[src/ifu_defs.svh]
`ifndef IFU_DEFS_SVH
`define IFU_DEFS_SVH

// boot address of the core
`define IFU_RESET_PC 64'h0000_0000_8000_0000

// address and data width
`define IFU_XLEN 64

// instruction width without compressed support
`define IFU_ILEN 32

// sequential pc increment
`define IFU_PC_STEP 64'd4

`endif
[src/ifu_pkg.sv]
`include "ifu_defs.svh"

package ifu_pkg;

    // control transfer request from the memory stage
    typedef struct packed {
        logic                 jal;
        logic                 jalr;
        logic                 branch;
        logic [`IFU_XLEN-1:0] alu_res;
        logic [`IFU_XLEN-1:0] pc;
        logic [`IFU_XLEN-1:0] imm;
        logic [`IFU_XLEN-1:0] rs1_data;
    } redirect_t;

    // trap request from the CSR unit
    typedef struct packed {
        logic                 trap;
        logic [`IFU_XLEN-1:0] mtvec;
    } trap_t;

    // instruction handed to decode
    typedef struct packed {
        logic                 valid;
        logic [`IFU_XLEN-1:0] pc;
        logic [`IFU_ILEN-1:0] inst;
    } fetch_out_t;

    // read channel address phase
    typedef struct packed {
        logic                 valid;
        logic [`IFU_XLEN-1:0] addr;
    } rd_req_t;

    // read channel data phase
    typedef struct packed {
        logic                 valid;
        logic [`IFU_XLEN-1:0] data;
    } rd_rsp_t;

endpackage

[src/ifu_top.sv]
`timescale 1ns/1ps

`include "ifu_defs.svh"

module ifu_top
    import ifu_pkg::*;
(
    input  logic       clk,
    input  logic       rst_n_i,
    input  redirect_t  redirect_i,
    input  trap_t      trap_i,
    input  logic       hold_i,
    output rd_req_t    rd_req_o,
    input  logic       rd_req_ready_i,
    input  rd_rsp_t    rd_rsp_i,
    output logic       rd_rsp_ready_o,
    output fetch_out_t fetch_o
);

    logic [`IFU_XLEN-1:0] pc;
    logic                 redirect_taken;
    logic                 fetch_done;

    // program counter and redirect priority
    ifu_pc_gen u_pc_gen (
        .clk              (clk),
        .rst_n_i          (rst_n_i),
        .redirect_i       (redirect_i),
        .trap_i           (trap_i),
        .hold_i           (hold_i),
        .fetch_done_i     (fetch_done),
        .pc_o             (pc),
        .redirect_taken_o (redirect_taken)
    );

    // read channel sequencer where a redirect flushes the response in flight
    ifu_fetch_ctrl u_fetch_ctrl (
        .clk            (clk),
        .rst_n_i        (rst_n_i),
        .pc_i           (pc),
        .flush_i        (redirect_taken),
        .rd_req_o       (rd_req_o),
        .rd_req_ready_i (rd_req_ready_i),
        .rd_rsp_i       (rd_rsp_i),
        .rd_rsp_ready_o (rd_rsp_ready_o),
        .fetch_done_o   (fetch_done),
        .fetch_o        (fetch_o)
    );

endmodule

[src/ifu_fetch_ctrl.sv]
`timescale 1ns/1ps

`include "ifu_defs.svh"

module ifu_fetch_ctrl
    import ifu_pkg::*;
(
    input  logic                 clk,
    input  logic                 rst_n_i,
    input  logic [`IFU_XLEN-1:0] pc_i,
    input  logic                 flush_i,
    output rd_req_t              rd_req_o,
    input  logic                 rd_req_ready_i,
    input  rd_rsp_t              rd_rsp_i,
    output logic                 rd_rsp_ready_o,
    output logic                 fetch_done_o,
    output fetch_out_t           fetch_o
);

    typedef enum logic [1:0] {
        ST_ISSUE = 2'd0,
        ST_ADDR  = 2'd1,
        ST_DATA  = 2'd2
    } fetch_state_e;

    fetch_state_e         state_q;
    logic                 req_valid_q;
    logic [`IFU_XLEN-1:0] req_addr_q;
    logic                 rsp_ready_q;
    logic                 req_hs;
    logic                 rsp_hs;
    logic                 out_valid_q;
    logic [`IFU_XLEN-1:0] out_pc_q;
    logic [`IFU_ILEN-1:0] out_inst_q;

    assign req_hs = req_valid_q && rd_req_ready_i;
    assign rsp_hs = rd_rsp_i.valid && rsp_ready_q;

    // response is good only if it is for the live pc and no redirect lands now
    assign fetch_done_o = rsp_hs && (req_addr_q == pc_i) && !flush_i;

    always_ff @(posedge clk or negedge rst_n_i) begin
        if (!rst_n_i) begin
            state_q     <= ST_ISSUE;
            req_valid_q <= 1'b0;
            rsp_ready_q <= 1'b0;
        end else begin
            case (state_q)
                ST_ISSUE: begin
                    req_valid_q <= 1'b1;
                    state_q     <= ST_ADDR;
                end
                ST_ADDR: begin
                    // hold the request until memory takes it
                    if (req_hs) begin
                        req_valid_q <= 1'b0;
                        rsp_ready_q <= 1'b1;
                        state_q     <= ST_DATA;
                    end
                end
                ST_DATA: begin
                    // stale responses are consumed here as well
                    if (rsp_hs) begin
                        rsp_ready_q <= 1'b0;
                        state_q     <= ST_ISSUE;
                    end
                end
                default: begin
                    req_valid_q <= 1'b0;
                    rsp_ready_q <= 1'b0;
                    state_q     <= ST_ISSUE;
                end
            endcase
        end
    end

    // request address, sampled from the pc as it stands at issue
    always_ff @(posedge clk) begin
        if (state_q == ST_ISSUE) begin
            req_addr_q <= pc_i;
        end
    end

    always_ff @(posedge clk or negedge rst_n_i) begin
        if (!rst_n_i) begin
            out_valid_q <= 1'b0;
        end else begin
            out_valid_q <= fetch_done_o;
        end
    end

    always_ff @(posedge clk) begin
        if (rsp_hs) begin
            out_pc_q   <= req_addr_q;
            out_inst_q <= rd_rsp_i.data[`IFU_ILEN-1:0];
        end
    end

    assign rd_req_o.valid = req_valid_q;
    assign rd_req_o.addr  = req_addr_q;
    assign rd_rsp_ready_o = rsp_ready_q;

    assign fetch_o.valid = out_valid_q;
    assign fetch_o.pc    = out_pc_q;
    assign fetch_o.inst  = out_inst_q;

    // back-pressure keeps the request unchanged
    a_req_stable: assert property (
        @(posedge clk) disable iff (!rst_n_i)
        (rd_req_o.valid && !rd_req_ready_i) |=> (rd_req_o.valid && $stable(rd_req_o.addr))
    ) else $error("read request changed under back-pressure");

    // one request in flight, so the two phases never overlap
    a_phase_excl: assert property (
        @(posedge clk) disable iff (!rst_n_i)
        !(rd_req_o.valid && rd_rsp_ready_o)
    ) else $error("address and data phase active together");

endmodule

[src/ifu_pc_gen.sv]
`timescale 1ns/1ps

`include "ifu_defs.svh"

module ifu_pc_gen
    import ifu_pkg::*;
(
    input  logic                 clk,
    input  logic                 rst_n_i,
    input  redirect_t            redirect_i,
    input  trap_t                trap_i,
    input  logic                 hold_i,
    input  logic                 fetch_done_i,
    output logic [`IFU_XLEN-1:0] pc_o,
    output logic                 redirect_taken_o
);

    logic [`IFU_XLEN-1:0] pc_q;
    logic [`IFU_XLEN-1:0] pc_d;
    logic [`IFU_XLEN-1:0] jal_target;
    logic [`IFU_XLEN-1:0] jalr_sum;
    logic [`IFU_XLEN-1:0] jalr_target;
    logic                 br_taken;

    // jal always jumps, a branch only when the compare result is zero
    assign br_taken = redirect_i.jal ||
                      (redirect_i.branch && (redirect_i.alu_res == '0));

    assign jal_target  = redirect_i.pc + redirect_i.imm;
    assign jalr_sum    = redirect_i.rs1_data + redirect_i.imm;
    // jalr target with bit 0 forced low
    assign jalr_target = {jalr_sum[`IFU_XLEN-1:1], 1'b0};

    // any change of flow makes the response in flight stale
    assign redirect_taken_o = br_taken || redirect_i.jalr || trap_i.trap;

    // next pc with the highest priority first
    always_comb begin
        pc_d = pc_q;
        if (br_taken) begin
            pc_d = jal_target;
        end else if (redirect_i.jalr) begin
            pc_d = jalr_target;
        end else if (trap_i.trap) begin
            pc_d = trap_i.mtvec;
        end else if (fetch_done_i && !hold_i) begin
            pc_d = pc_q + `IFU_PC_STEP;
        end
    end

    always_ff @(posedge clk or negedge rst_n_i) begin
        if (!rst_n_i) begin
            pc_q <= `IFU_RESET_PC;
        end else begin
            pc_q <= pc_d;
        end
    end

    assign pc_o = pc_q;

    // an odd pc from any redirect source is a bug upstream
    a_pc_aligned: assert property (
        @(posedge clk) disable iff (!rst_n_i)
        !pc_q[0]
    ) else $error("pc bit 0 set: %h", pc_q);

endmodule

[config.mk]
export PLATFORM = sky130hd
export DESIGN_NAME = ifu_top
export DESIGN_NICKNAME = d
export VERILOG_FILES = /design/src/ifu_pkg.sv /design/src/ifu_top.sv /design/src/ifu_fetch_ctrl.sv /design/src/ifu_pc_gen.sv
export VERILOG_INCLUDE_DIRS = /design/src
export SDC_FILE = /design/constraint.sdc
export NUM_CORES = 1
export LEC_CHECK = 0
export ABC_AREA = 0
export BUFFER_PORTS_ARGS = -buffer_cell sky130_fd_sc_hd__buf_2
export CAP_MARGIN = 15
export CORE_MARGIN = 10
export CORE_UTILIZATION = 35
export CTS_CLUSTER_SIZE = 28
export DETAILED_ROUTE_END_ITERATION = 12
export GPL_TIMING_DRIVEN = 0
export SLEW_MARGIN = 20
export SYNTH_ARGS = -nofsm -noshare
export SYNTH_HDL_FRONTEND = slang
export SYNTH_HIERARCHICAL = 1
export SYNTH_SLANG_ARGS = --single-unit
[constraint.sdc]
create_clock -name clk -period 4 [get_ports clk]
set_clock_uncertainty 0.2 [all_clocks]
set_input_delay 0.6 -clock clk [delete_from_list [all_inputs] [get_ports clk]]
set_output_delay 0.6 -clock clk [all_outputs]
set_load 0.1 [all_outputs]
==> results.cfg, run 1 <==
[status]
run_status = completed

[final_layout]
share_of_post_route_cells_with_drive_strength_above_1 = 0.2396
most_common_library_cell_in_the_layout_ignoring_fill_and_taps = buf_2
final_cell_mix = buf_2 (534), a21oi_1 (223), nand2_1 (195)
area_delta_synth_final_pct = 24.42
design.final.nets = 3183

[worst_setup_path]
critPathRequiredTime_ps = 4230
timing.critical_path.fanout_max = 5
cp_slowest_cell = a21oi_2
setup.worst_path.end_class = register
timing.setup.critical_path_class = input pin to register
worstPathBufferInverterCount = 1
cp_data_arrival_time_ps = 4210
path_cells = buf_2 > ha_1 > fa_1 > a211oi_1 > o21ai_1 > or3b_1 > nand3_1 > a21oi_2 > o21ai_1 > and4_1 > and3_1 > a311o_1 > a211oi_1
worst_path_dominant_cell_family = compound AO/OA/AOI/OAI gates
start_kind = input pin
slowest_delay_ps = 460

[grt]
antenna_violations_before_repair = 7
pin_count_of_the_biggest_net_entering_global_routing = 65
first_global_vias = 19302
total_global_route_track_usage = 0.2613
overflow = 0
grt_pass1_wl_microns = 125700

[sta]
final_min_period_over_clock_period = 0.9952
worst_pin_slew_ps = 951.4
rsz0062_at_grt = true
timing_max_transition_violations_final = 0
period_minus_slack_ps = 3981
timing_hold_violations_final = 0
fmaxAchievable_mhz = 251.2
setup_viol = 0
relSlewSlack = 0.3658
finalWorstSetupSlack_ps = 19.02

[power_and_ir_drop]
total_leakage_power_uw = 0.009551
total_power_uw = 12490
worst_ir_drop_vdd_mv = 0.3779
pwr_density_cell_mw_per_mm2 = 539.7

[route]
wl_per_cell_microns = 25.90
first_iter_violations = 1935
routed_via_density = 5.806
drt_wl_total_microns = 87350
final_antenna_net_count = 0
detail_route.drc_violations = 0
drtPass1Iterations = 5
routed-via-count = 19578

[floorplanning]
die_h_microns = 250.5
horizontal_die_dimension_microns = 250.5
die_area_sq_mm = 0.06277
core.rowCount = 84
ioPinCount = 556
core_sq_mm = 0.05255
initial_utilization = 0.3540

[worst_hold_path]
hold_path_class = input pin to register

[synthesis]
synth_area_sq_mm = 0.01860
yosysSeqAreaShare = 0.3512
synth_area_per_cell_sq_um = 8.836
ys_warn_count = 6
ys_types = 92
postSynthRegisterBits = 229
syn_nets = 2626
postSynth.topFlopCell = edfxtp_1
synth_async_sr_flop_share = 0.3013
postSynthCellCount = 2105
post_synth_edffs = 160

[clock_network]
cts_htree_levels = 1
cts-root-to-sink-buffers = 3
clock_sinks = 229
numCtsBuffers = 24
worst_setup_hold_path_clk_slew_ps = 70
tritoncts = built
clk_root_buffer_cell = clkbuf_16
clkLatencyLatePin_ps = 550

[placement]
hpwlAfterDp_microns = 73750
io_buffer_count = 523
place.gp.congestion = 0.9756
pre_cts_slack_ps = -2582

[flow_run]
max_cap_check_violation_count = 0
-- synthesized netlist by cell type (28+ instances only) --
cell / number / area (sq um)
nand3_1: 56 / 280.3
nand4_1: 76 / 475.5
inv_1: 51 / 191.4
a211oi_1: 34 / 255.2
clkbuf_1: 79 / 296.5
o211ai_1: 43 / 322.8
dfrtp_1: 68 / 1702
o21ai_0: 155 / 775.7
a21o_1: 51 / 382.9
xor2_1: 86 / 753.2
edfxtp_1: 160 / 4805
ha_1: 126 / 1577
nor3_1: 35 / 175.2
nand2_1: 196 / 735.7
o21bai_1: 38 / 285.3
nor4_1: 28 / 175.2
a21oi_1: 223 / 1116
nor2_1: 139 / 521.8
xnor2_1: 136 / 1191
-- report_power, final --
group | switching, uW | internal (uW) | total [uW] | leakage (uW)
Sequential | 604 | 3280 | 3890 | 0.00233
Clock | 977 | 1240 | 2220 | 0.000366
Combinational | 4970 | 1410 | 6380 | 0.00686
-- registers in the layout, summed over array words and instances (netlist names) --
register / cells
u_fetch_ctrl/out_pc_q: 64
u_fetch_ctrl/out_inst_q: 32
u_pc_gen/pc_o: 64
u_fetch_ctrl/req_addr_q: 64
u_fetch_ctrl/rd_rsp_ready_o: 1
u_fetch_ctrl/state_q: 2
u_fetch_ctrl/req_valid_q: 1
u_fetch_ctrl/out_valid_q: 1
-- metrics by stage --
step	TNS, ps	hold WS (ps)	util	instances	area, sq um
final	0	18.48	0.4404	3372	23140
after global routing	-19.19	1.526	0.4402	3369	23130
after CTS	0	2.443	0.4398	3368	23110
after detailed placement	-140480	275.7	0.4225	3320	22200
after global placement	-213200	277.7	0.4203	3316	22090
after floorplan	0	104.4	-	2105	18610
-- final cells by class --
class	instances	area (sq um)
plain buffers	99	422.9
inverters	52	197.7
fillers	5369	29410
clock inverters	16	153.9
clock buffers	28	615.6
repair buffers	532	2765
well taps	688	860.8
flip-flops and latches	229	6533
diodes	4	10.01
multi-input cells	1724	11580
-- layer usage --
| metal | up-vias | wire length, microns | global-route usage | part of all wire |
|---|---|---|---|---|
| met4 | 4 | 2661 | 0.08382 | 0.030 |
| li1 | 9073 | - | - | - |
| met1 | 9362 | 36240 | 0.3413 | 0.41 |
| met3 | 127 | 8497 | 0.06494 | 0.097 |
| met2 | 1012 | 39920 | 0.4157 | 0.46 |
| met5 | - | 37 | 0 | 0.00042 |
-- path summary, 6_finish.rpt --
| check | end | startpoint | slack, ps | cells after the start |
|---|---|---|---|---|
| setup / recovery | u_pc_gen/pc_o[60] | redirect_i[64] | 20 | 13 |
| hold / removal | u_fetch_ctrl/out_inst_q[7] | rd_rsp_i[7] | 20 | 1 |
| setup reg to reg | u_pc_gen/pc_o[60] | u_pc_gen/pc_o[32] | 340 | 11 |
| hold reg to reg | u_fetch_ctrl/req_addr_q[0] | u_pc_gen/pc_o[0] | 300 | 0 |
| max in group asynchronous | u_pc_gen/pc_o[31] | rst_n_i | 2580 | 3 |
| min in group asynchronous | u_fetch_ctrl/rd_rsp_ready_o | rst_n_i | 390 | 2 |
-- logic make-up after synthesis --
kind of cell	after synthesis	synth area share
flip-flops	229	0.3512
AO/OA/AOI/OAI	718	0.2459
XOR/XNOR	222	0.1045
multiplexers	22	0.01197
buffers and inverters	152	0.03175
adder cells (fa/ha/maj)	128	0.08691
AND/OR/NAND/NOR	634	0.1678
-- timing repair --
item                                    4_1_cts  5_1_grt
hold buffers                                  2        0
pin swaps                                     3        1
endpoints found under the setup margin       62       20
buffers inserted                              3        0
resized for setup                            28        7
hold endpoints to repair                     31        0
(Power assumes the default switching activity.)
==> run 2: changes to the inputs <==
--- a/config.mk
+++ b/config.mk
@@ -9,11 +9,15 @@
 export ABC_AREA = 0
 export BUFFER_PORTS_ARGS = -buffer_cell sky130_fd_sc_hd__buf_2
 export CAP_MARGIN = 15
+export CELL_PAD_IN_SITES_DETAIL_PLACEMENT = 0
+export CELL_PAD_IN_SITES_GLOBAL_PLACEMENT = 1
 export CORE_MARGIN = 10
 export CORE_UTILIZATION = 35
-export CTS_CLUSTER_SIZE = 28
+export CTS_CLUSTER_SIZE = 24
 export DETAILED_ROUTE_END_ITERATION = 12
 export GPL_TIMING_DRIVEN = 0
+export MAX_ROUTING_LAYER = met4
+export PLACE_DENSITY_LB_ADDON = 0.1
 export SLEW_MARGIN = 20
 export SYNTH_ARGS = -nofsm -noshare
 export SYNTH_HDL_FRONTEND = slang
==> run 2 against run 1 <==
Compared with the run above: first-iteration DRC count is 16% lower; sequential power hardly changed; core utilization is 0.21 points higher; cell area is 0.48% higher; critical path depth is 6 higher; largest cell class unchanged; register-to-register slack worse by 150 ps; clock power is 4% higher; critical endpoint unchanged; via count is 0.68% lower; routed wire length is 1.9% higher.
==> results.cfg, run 2 (synthesis gave the netlist of run 1 again) <==
[flow_run]
max_cap_check_violation_count = 0

[power_and_ir_drop]
reg_power_frac = 0.307
p_sw_uw = 6583
power.share.combinational = 0.509
pwr_density_cell_mw_per_mm2 = 541.9
clkPwrFrac = 0.183
power_report.internal_total_uw = 6018
power.share.switching = 0.5224
worst_ir_drop_vdd_mv = 0.3333
total_leakage_power_uw = 0.009565

[sta]
worst_pin_slew_ps = 908.7
setup_viol = 0
period_minus_slack_ps = 3919
tns_ps = 0
timing_max_transition_violations_final = 0
relSlewSlack = 0.3942
fmaxAchievable_mhz = 255.2
final.hold.worst_slack_ps = 35.87
timing_hold_violations_final = 0
final_min_period_over_clock_period = 0.9796

[placement]
hpwlAfterDp_microns = 75030
io_buffer_count = 523
numPlacedInstances = 3320
place.gp.congestion = 0.9564

[clock_network]
tritoncts = built
cts-root-to-sink-buffers = 3
clk_root_buffer_cell = clkbuf_16
numCtsBuffers = 23
clkLatencyLatePin_ps = 540
cts_htree_levels = 1
clock_sinks = 229
worst_setup_hold_path_clk_slew_ps = 60

[worst_setup_path]
setup.worst_path.end_class = register
regToRegStartpoint = u_pc_gen/pc_o[16]
start_kind = input pin
cp_data_arrival_time_ps = 4160
critPathRequiredTime_ps = 4240
regToRegSetupSlack_ps = 190
timing.critical_path.fanout_max = 10
timing.setup.critical_path_class = input pin to register
reg2regPathDepth = 13
worstReg2RegEnd = u_pc_gen/pc_o[60]

[worst_hold_path]
hold_path_class = input pin to register
startpoint_of_the_most_critical_hold_path = rd_rsp_i[21]
holdPathEnd = u_fetch_ctrl/out_inst_q[21]
worstHoldPathCells = 1

[grt]
pin_count_of_the_biggest_net_entering_global_routing = 65
total_global_route_track_usage = 0.2751
groute.layer.met2.usage = 0.4241
grt_most_used_layer = met2
met1_usage = 0.3851
overflow = 0
antenna_violations_before_repair = 0
first_global_vias = 19371
grt_util_met3 = 0.02323
grt_pass1_wl_microns = 128700

[route]
detail_route.drc_violations = 0
wl_per_cell_microns = 26.43
drt_wl_total_microns = 89020
drtPass1Iterations = 6
routed-via-count = 19445
first_iter_violations = 1619
final_antenna_net_count = 0
routed_via_density = 5.773

[final_layout]
post-route-util = 0.4425
design.final.nets = 3184
num_antenna_cells = 0
finish.cell_count_without_fillers = 3368
most_common_library_cell_in_the_layout_ignoring_fill_and_taps = buf_2
final_cell_mix = buf_2 (534), a21oi_1 (222), nand2_1 (194)
area_delta_synth_final_pct = 25.01
share_of_post_route_cells_with_drive_strength_above_1 = 0.2433

[floorplanning]
die_h_microns = 250.5
ioPinCount = 556
core.rowCount = 84
core_sq_mm = 0.05255
horizontal_die_dimension_microns = 250.5
initial_utilization = 0.3540
die_area_sq_mm = 0.06277

[status]
run_status = completed
==> run 2: power groups by stage <==
| stage | Combinational [uW] | Clock (uW) | Sequential [uW] |
|---|---|---|---|
| final | 6420 | 2310 | 3870 |
| after CTS | 6380 | 2350 | 3870 |
| after floorplan | 1940 | 0 | 6510 |
| after detailed placement | 6340 | 0 | 3920 |
| after global placement | 6270 | 0 | 3950 |
| after global routing | 6690 | 2450 | 3950 |
==> run 2: repair_timing <==
action / CTS / global route
hold buffers: 1 / 0
pin swaps: 5 / 7
setup buffers: 2 / 3
endpoints found under the setup margin: 62 / 10
endpoints found under the hold margin: 16 / 0
resized for setup: 33 / 15
==> run 2: metrics by stage <==
step	total power (uW)	setup WS, ps	instance area (sq um)
final	12600	81.44	23250
after CTS	12600	2.981	23140
after detailed placement	10260	-2561	22200
after floorplan	8453	11.33	18610
after global routing	13090	-6.415	23250
after global placement	10220	-2622	22090
==> run 2: worst max path at each step <==
| stage | startpoint | to | slack [ps] | cells past startpoint |
|---|---|---|---|---|
| finish | redirect_i[256] | u_pc_gen/pc_o[60] | 80 | 19 |
| global route | redirect_i[192] | u_pc_gen/pc_o[60] | -6 | 22 |
| CTS | redirect_i[256] | u_pc_gen/pc_o[60] | 3 | 20 |
| detailed placement | redirect_i[256] | u_pc_gen/pc_o[60] | -2560 | 20 |
| global placement | redirect_i[256] | u_pc_gen/pc_o[60] | -2620 | 20 |
| floorplan | redirect_i[256] | u_pc_gen/pc_o[60] | 10 | 19 |
==> run 2: per-layer routing <==
layer / wire length (microns) / part of all wire
met1: 42100 / 0.47
met2: 40090 / 0.45
met3: 4814 / 0.054
met4: 2020 / 0.023
met5: 0 / 0
==> run 2: area by class of cell <==
type | instances | area (sq um)
Clock buffer | 25 | 583.1
Multi-Input combinational cell | 1724 | 11650
Clock inverter | 17 | 206.4
Inverter | 52 | 197.7
Sequential cell | 229 | 6533
Timing Repair Buffer | 533 | 2775
Fill cell | 5396 | 29300
Tap cell | 688 | 860.8
Buffer | 100 | 447.9
==> run 2: critical path: stages <==
cell	delay, ps
buf_2	90
nor4b_1	130
and3_1	220
a31oi_4	180
buf_12	150
clkbuf_16	170
clkbuf_8	210
nand2_2	100
nor4_4	290
nand4_1	150
nor3_2	230
nand2b_1	90
clkbuf_4	230
nand2_8	150
o21ai_0	120
a2bb2oi_2	310
nand2_1	100
a311o_1	440
a211oi_2	170
==> run 3: changes to the inputs <==
--- a/config.mk
+++ b/config.mk
@@ -9,10 +9,10 @@
 export ABC_AREA = 0
 export BUFFER_PORTS_ARGS = -buffer_cell sky130_fd_sc_hd__buf_2
 export CAP_MARGIN = 15
-export CELL_PAD_IN_SITES_DETAIL_PLACEMENT = 0
-export CELL_PAD_IN_SITES_GLOBAL_PLACEMENT = 1
+export CELL_PAD_IN_SITES_DETAIL_PLACEMENT = 1
+export CELL_PAD_IN_SITES_GLOBAL_PLACEMENT = 2
 export CORE_MARGIN = 10
-export CORE_UTILIZATION = 35
+export CORE_UTILIZATION = 28
 export CTS_CLUSTER_SIZE = 24
 export DETAILED_ROUTE_END_ITERATION = 12
 export GPL_TIMING_DRIVEN = 0
==> run 3 against run 2 <==
Compared with the run above: power is 1.7% higher; die area is 23% higher; register-to-register slack improved by 120 ps; critical endpoint is now u_pc_gen/pc_o[3]; clock-buffer cell count grew 2; worst setup slack improved by 72 ps; final cell count increased by 5.5%.
==> results.cfg, run 3 (synthesis gave the netlist of run 1 again) <==
[worst_setup_path]
slowest_delay_ps = 340
timing.setup.critical_path_class = input pin to register
critPathRequiredTime_ps = 4190
cp_data_arrival_time_ps = 4030
critical-path-top-cell-by-count = clkbuf_4
worstReg2RegEnd = u_pc_gen/pc_o[3]
timing.critical_path.fanout_max = 10
start_kind = input pin
worstPathBufferInverterCount = 7
setup.worst_path.start = redirect_i[256]
cp_slowest_cell = nor4_4
path_cells = buf_2 > nor4b_1 > and3_1 > a31oi_4 > buf_12 > clkbuf_8 > clkbuf_8 > nand2_2 > nor4_4 > nand4_1 > nor3_4 > nor2b_1 > clkbuf_4 > nor2_4 > clkbuf_4 > clkbuf_4 > a211oi_1 > a21oi_1
reg2regPathDepth = 12
setup.worst_path.end_class = register
regToRegStartpoint = u_pc_gen/pc_o[16]
worst_path_dominant_cell_family = buffers and inverters
regToRegSetupSlack_ps = 310

[clock_network]
clkLatencyLatePin_ps = 540
cts_htree_levels = 1
tritoncts = built
clock_sinks = 229
numCtsBuffers = 24
worst_setup_hold_path_clk_slew_ps = 70
clk_root_buffer_cell = clkbuf_16
cts-root-to-sink-buffers = 3

[floorplanning]
die_h_microns = 277.7
die_area_sq_mm = 0.07714
core_sq_mm = 0.06586
initial_utilization = 0.2824
horizontal_die_dimension_microns = 277.7
ioPinCount = 556
core.rowCount = 94

[placement]
numPlacedInstances = 3496
place.gp.congestion = 0.9130
postPlaceCellArea_sq_mm = 0.02242
hpwlAfterDp_microns = 82200
io_buffer_count = 523

[final_layout]
most_common_library_cell_in_the_layout_ignoring_fill_and_taps = buf_2
share_of_post_route_cells_with_drive_strength_above_1 = 0.2436
nFillCells = 7864
design.final.nets = 3191
area_delta_synth_final_pct = 26.52
final_area_sq_mm = 0.02353
post-route-util = 0.3573
finish.cell_count_without_fillers = 3553
final_cell_mix = buf_2 (534), a21oi_1 (221), nand2_1 (194)

[sta]
relSlewSlack = 0.3747
final_min_period_over_clock_period = 0.9617
final.hold.worst_slack_ps = 37.74
setup_viol = 0
timing_max_transition_violations_final = 0
period_minus_slack_ps = 3847
timing_hold_violations_final = 0
rsz0062_at_grt = false
worst_pin_slew_ps = 938.0
fmaxAchievable_mhz = 260.0

[grt]
first_global_vias = 20256
overflow = 0
pin_count_of_the_biggest_net_entering_global_routing = 65
total_global_route_track_usage = 0.2453
antenna_violations_before_repair = 5
grt_pass1_wl_microns = 141000

[worst_hold_path]
startpoint_of_the_most_critical_hold_path = rd_rsp_i[31]
worstHoldPathCells = 1
hold_path_class = input pin to register
holdPathEnd = u_fetch_ctrl/out_inst_q[31]

[route]
routed_via_density = 5.487
first_iter_violations = 1476
detail_route.drc_violations = 0
routed-via-count = 19497
drtPass1Iterations = 5
final_antenna_net_count = 0
drt_wl_total_microns = 97020
wl_per_cell_microns = 27.31

[power_and_ir_drop]
total_power_uw = 12810
pwr_density_cell_mw_per_mm2 = 544.4
worst_ir_drop_vdd_mv = 0.3159
total_leakage_power_uw = 0.009638

[status]
run_status = completed

[flow_run]
max_cap_check_violation_count = 0
==> run 3: per-stage QoR <==
| stage | worst slack, ps | TNS [ps] |
|---|---|---|
| after global placement | -2731 | -228720 |
| after CTS | 28.52 | 0 |
| after floorplan | 11.33 | 0 |
| after detailed placement | -2786 | -155210 |
| final | 153.2 | 0 |
| after global routing | 1.171 | 0 |
==> run 3: power by group <==
part | switching, uW | internal [uW]
clock network | 976 | 1460
registers | 622 | 3280
logic | 5060 | 1420
total | 6660 | 6150
==> run 3: what timing repair did <==
item,4_1_cts,5_1_grt
gates resized for setup,30,18
buffers inserted,7,4
endpoints found under the hold margin,20,0
setup endpoints to repair,62,52
pin swaps,3,4
hold buffers,1,0
==> run 3: final cells by class <==
class	count	area, sq um	share of cell area
multi-input combinational	1724	11620	0.4938
sequential	229	6533	0.2776
timing repair buffer	539	2820	0.1198
tap	864	1081	0.04594
clock buffer	27	633.1	0.02690
buffer	100	439.2	0.01866
clock inverter	14	200.2	0.008507
inverter	52	197.7	0.008400
antenna	4	10.01	0.0004253
==> run 3: how the worst max path moves through the flow <==
stage / slack (ps) / to / depth (start not counted)
final: 150 / u_pc_gen/pc_o[3] / 18
after global routing: 1 / u_pc_gen/pc_o[60] / 13
after CTS: 30 / u_pc_gen/pc_o[60] / 19
after detailed placement: -2790 / u_pc_gen/pc_o[40] / 17
after global placement: -2730 / u_pc_gen/pc_o[40] / 17
after floorplan: 10 / u_pc_gen/pc_o[60] / 19
==> run 3: layer usage <==
metal / vias to the layer above / share of wire / global-route usage
met4: 0 / 0.022 / 0.05392
li1: 9085 / - / -
met2: 645 / 0.46 / 0.3849
met1: 9679 / 0.47 / 0.3392
met5: - / 0 / -
met3: 88 / 0.048 / 0.02077
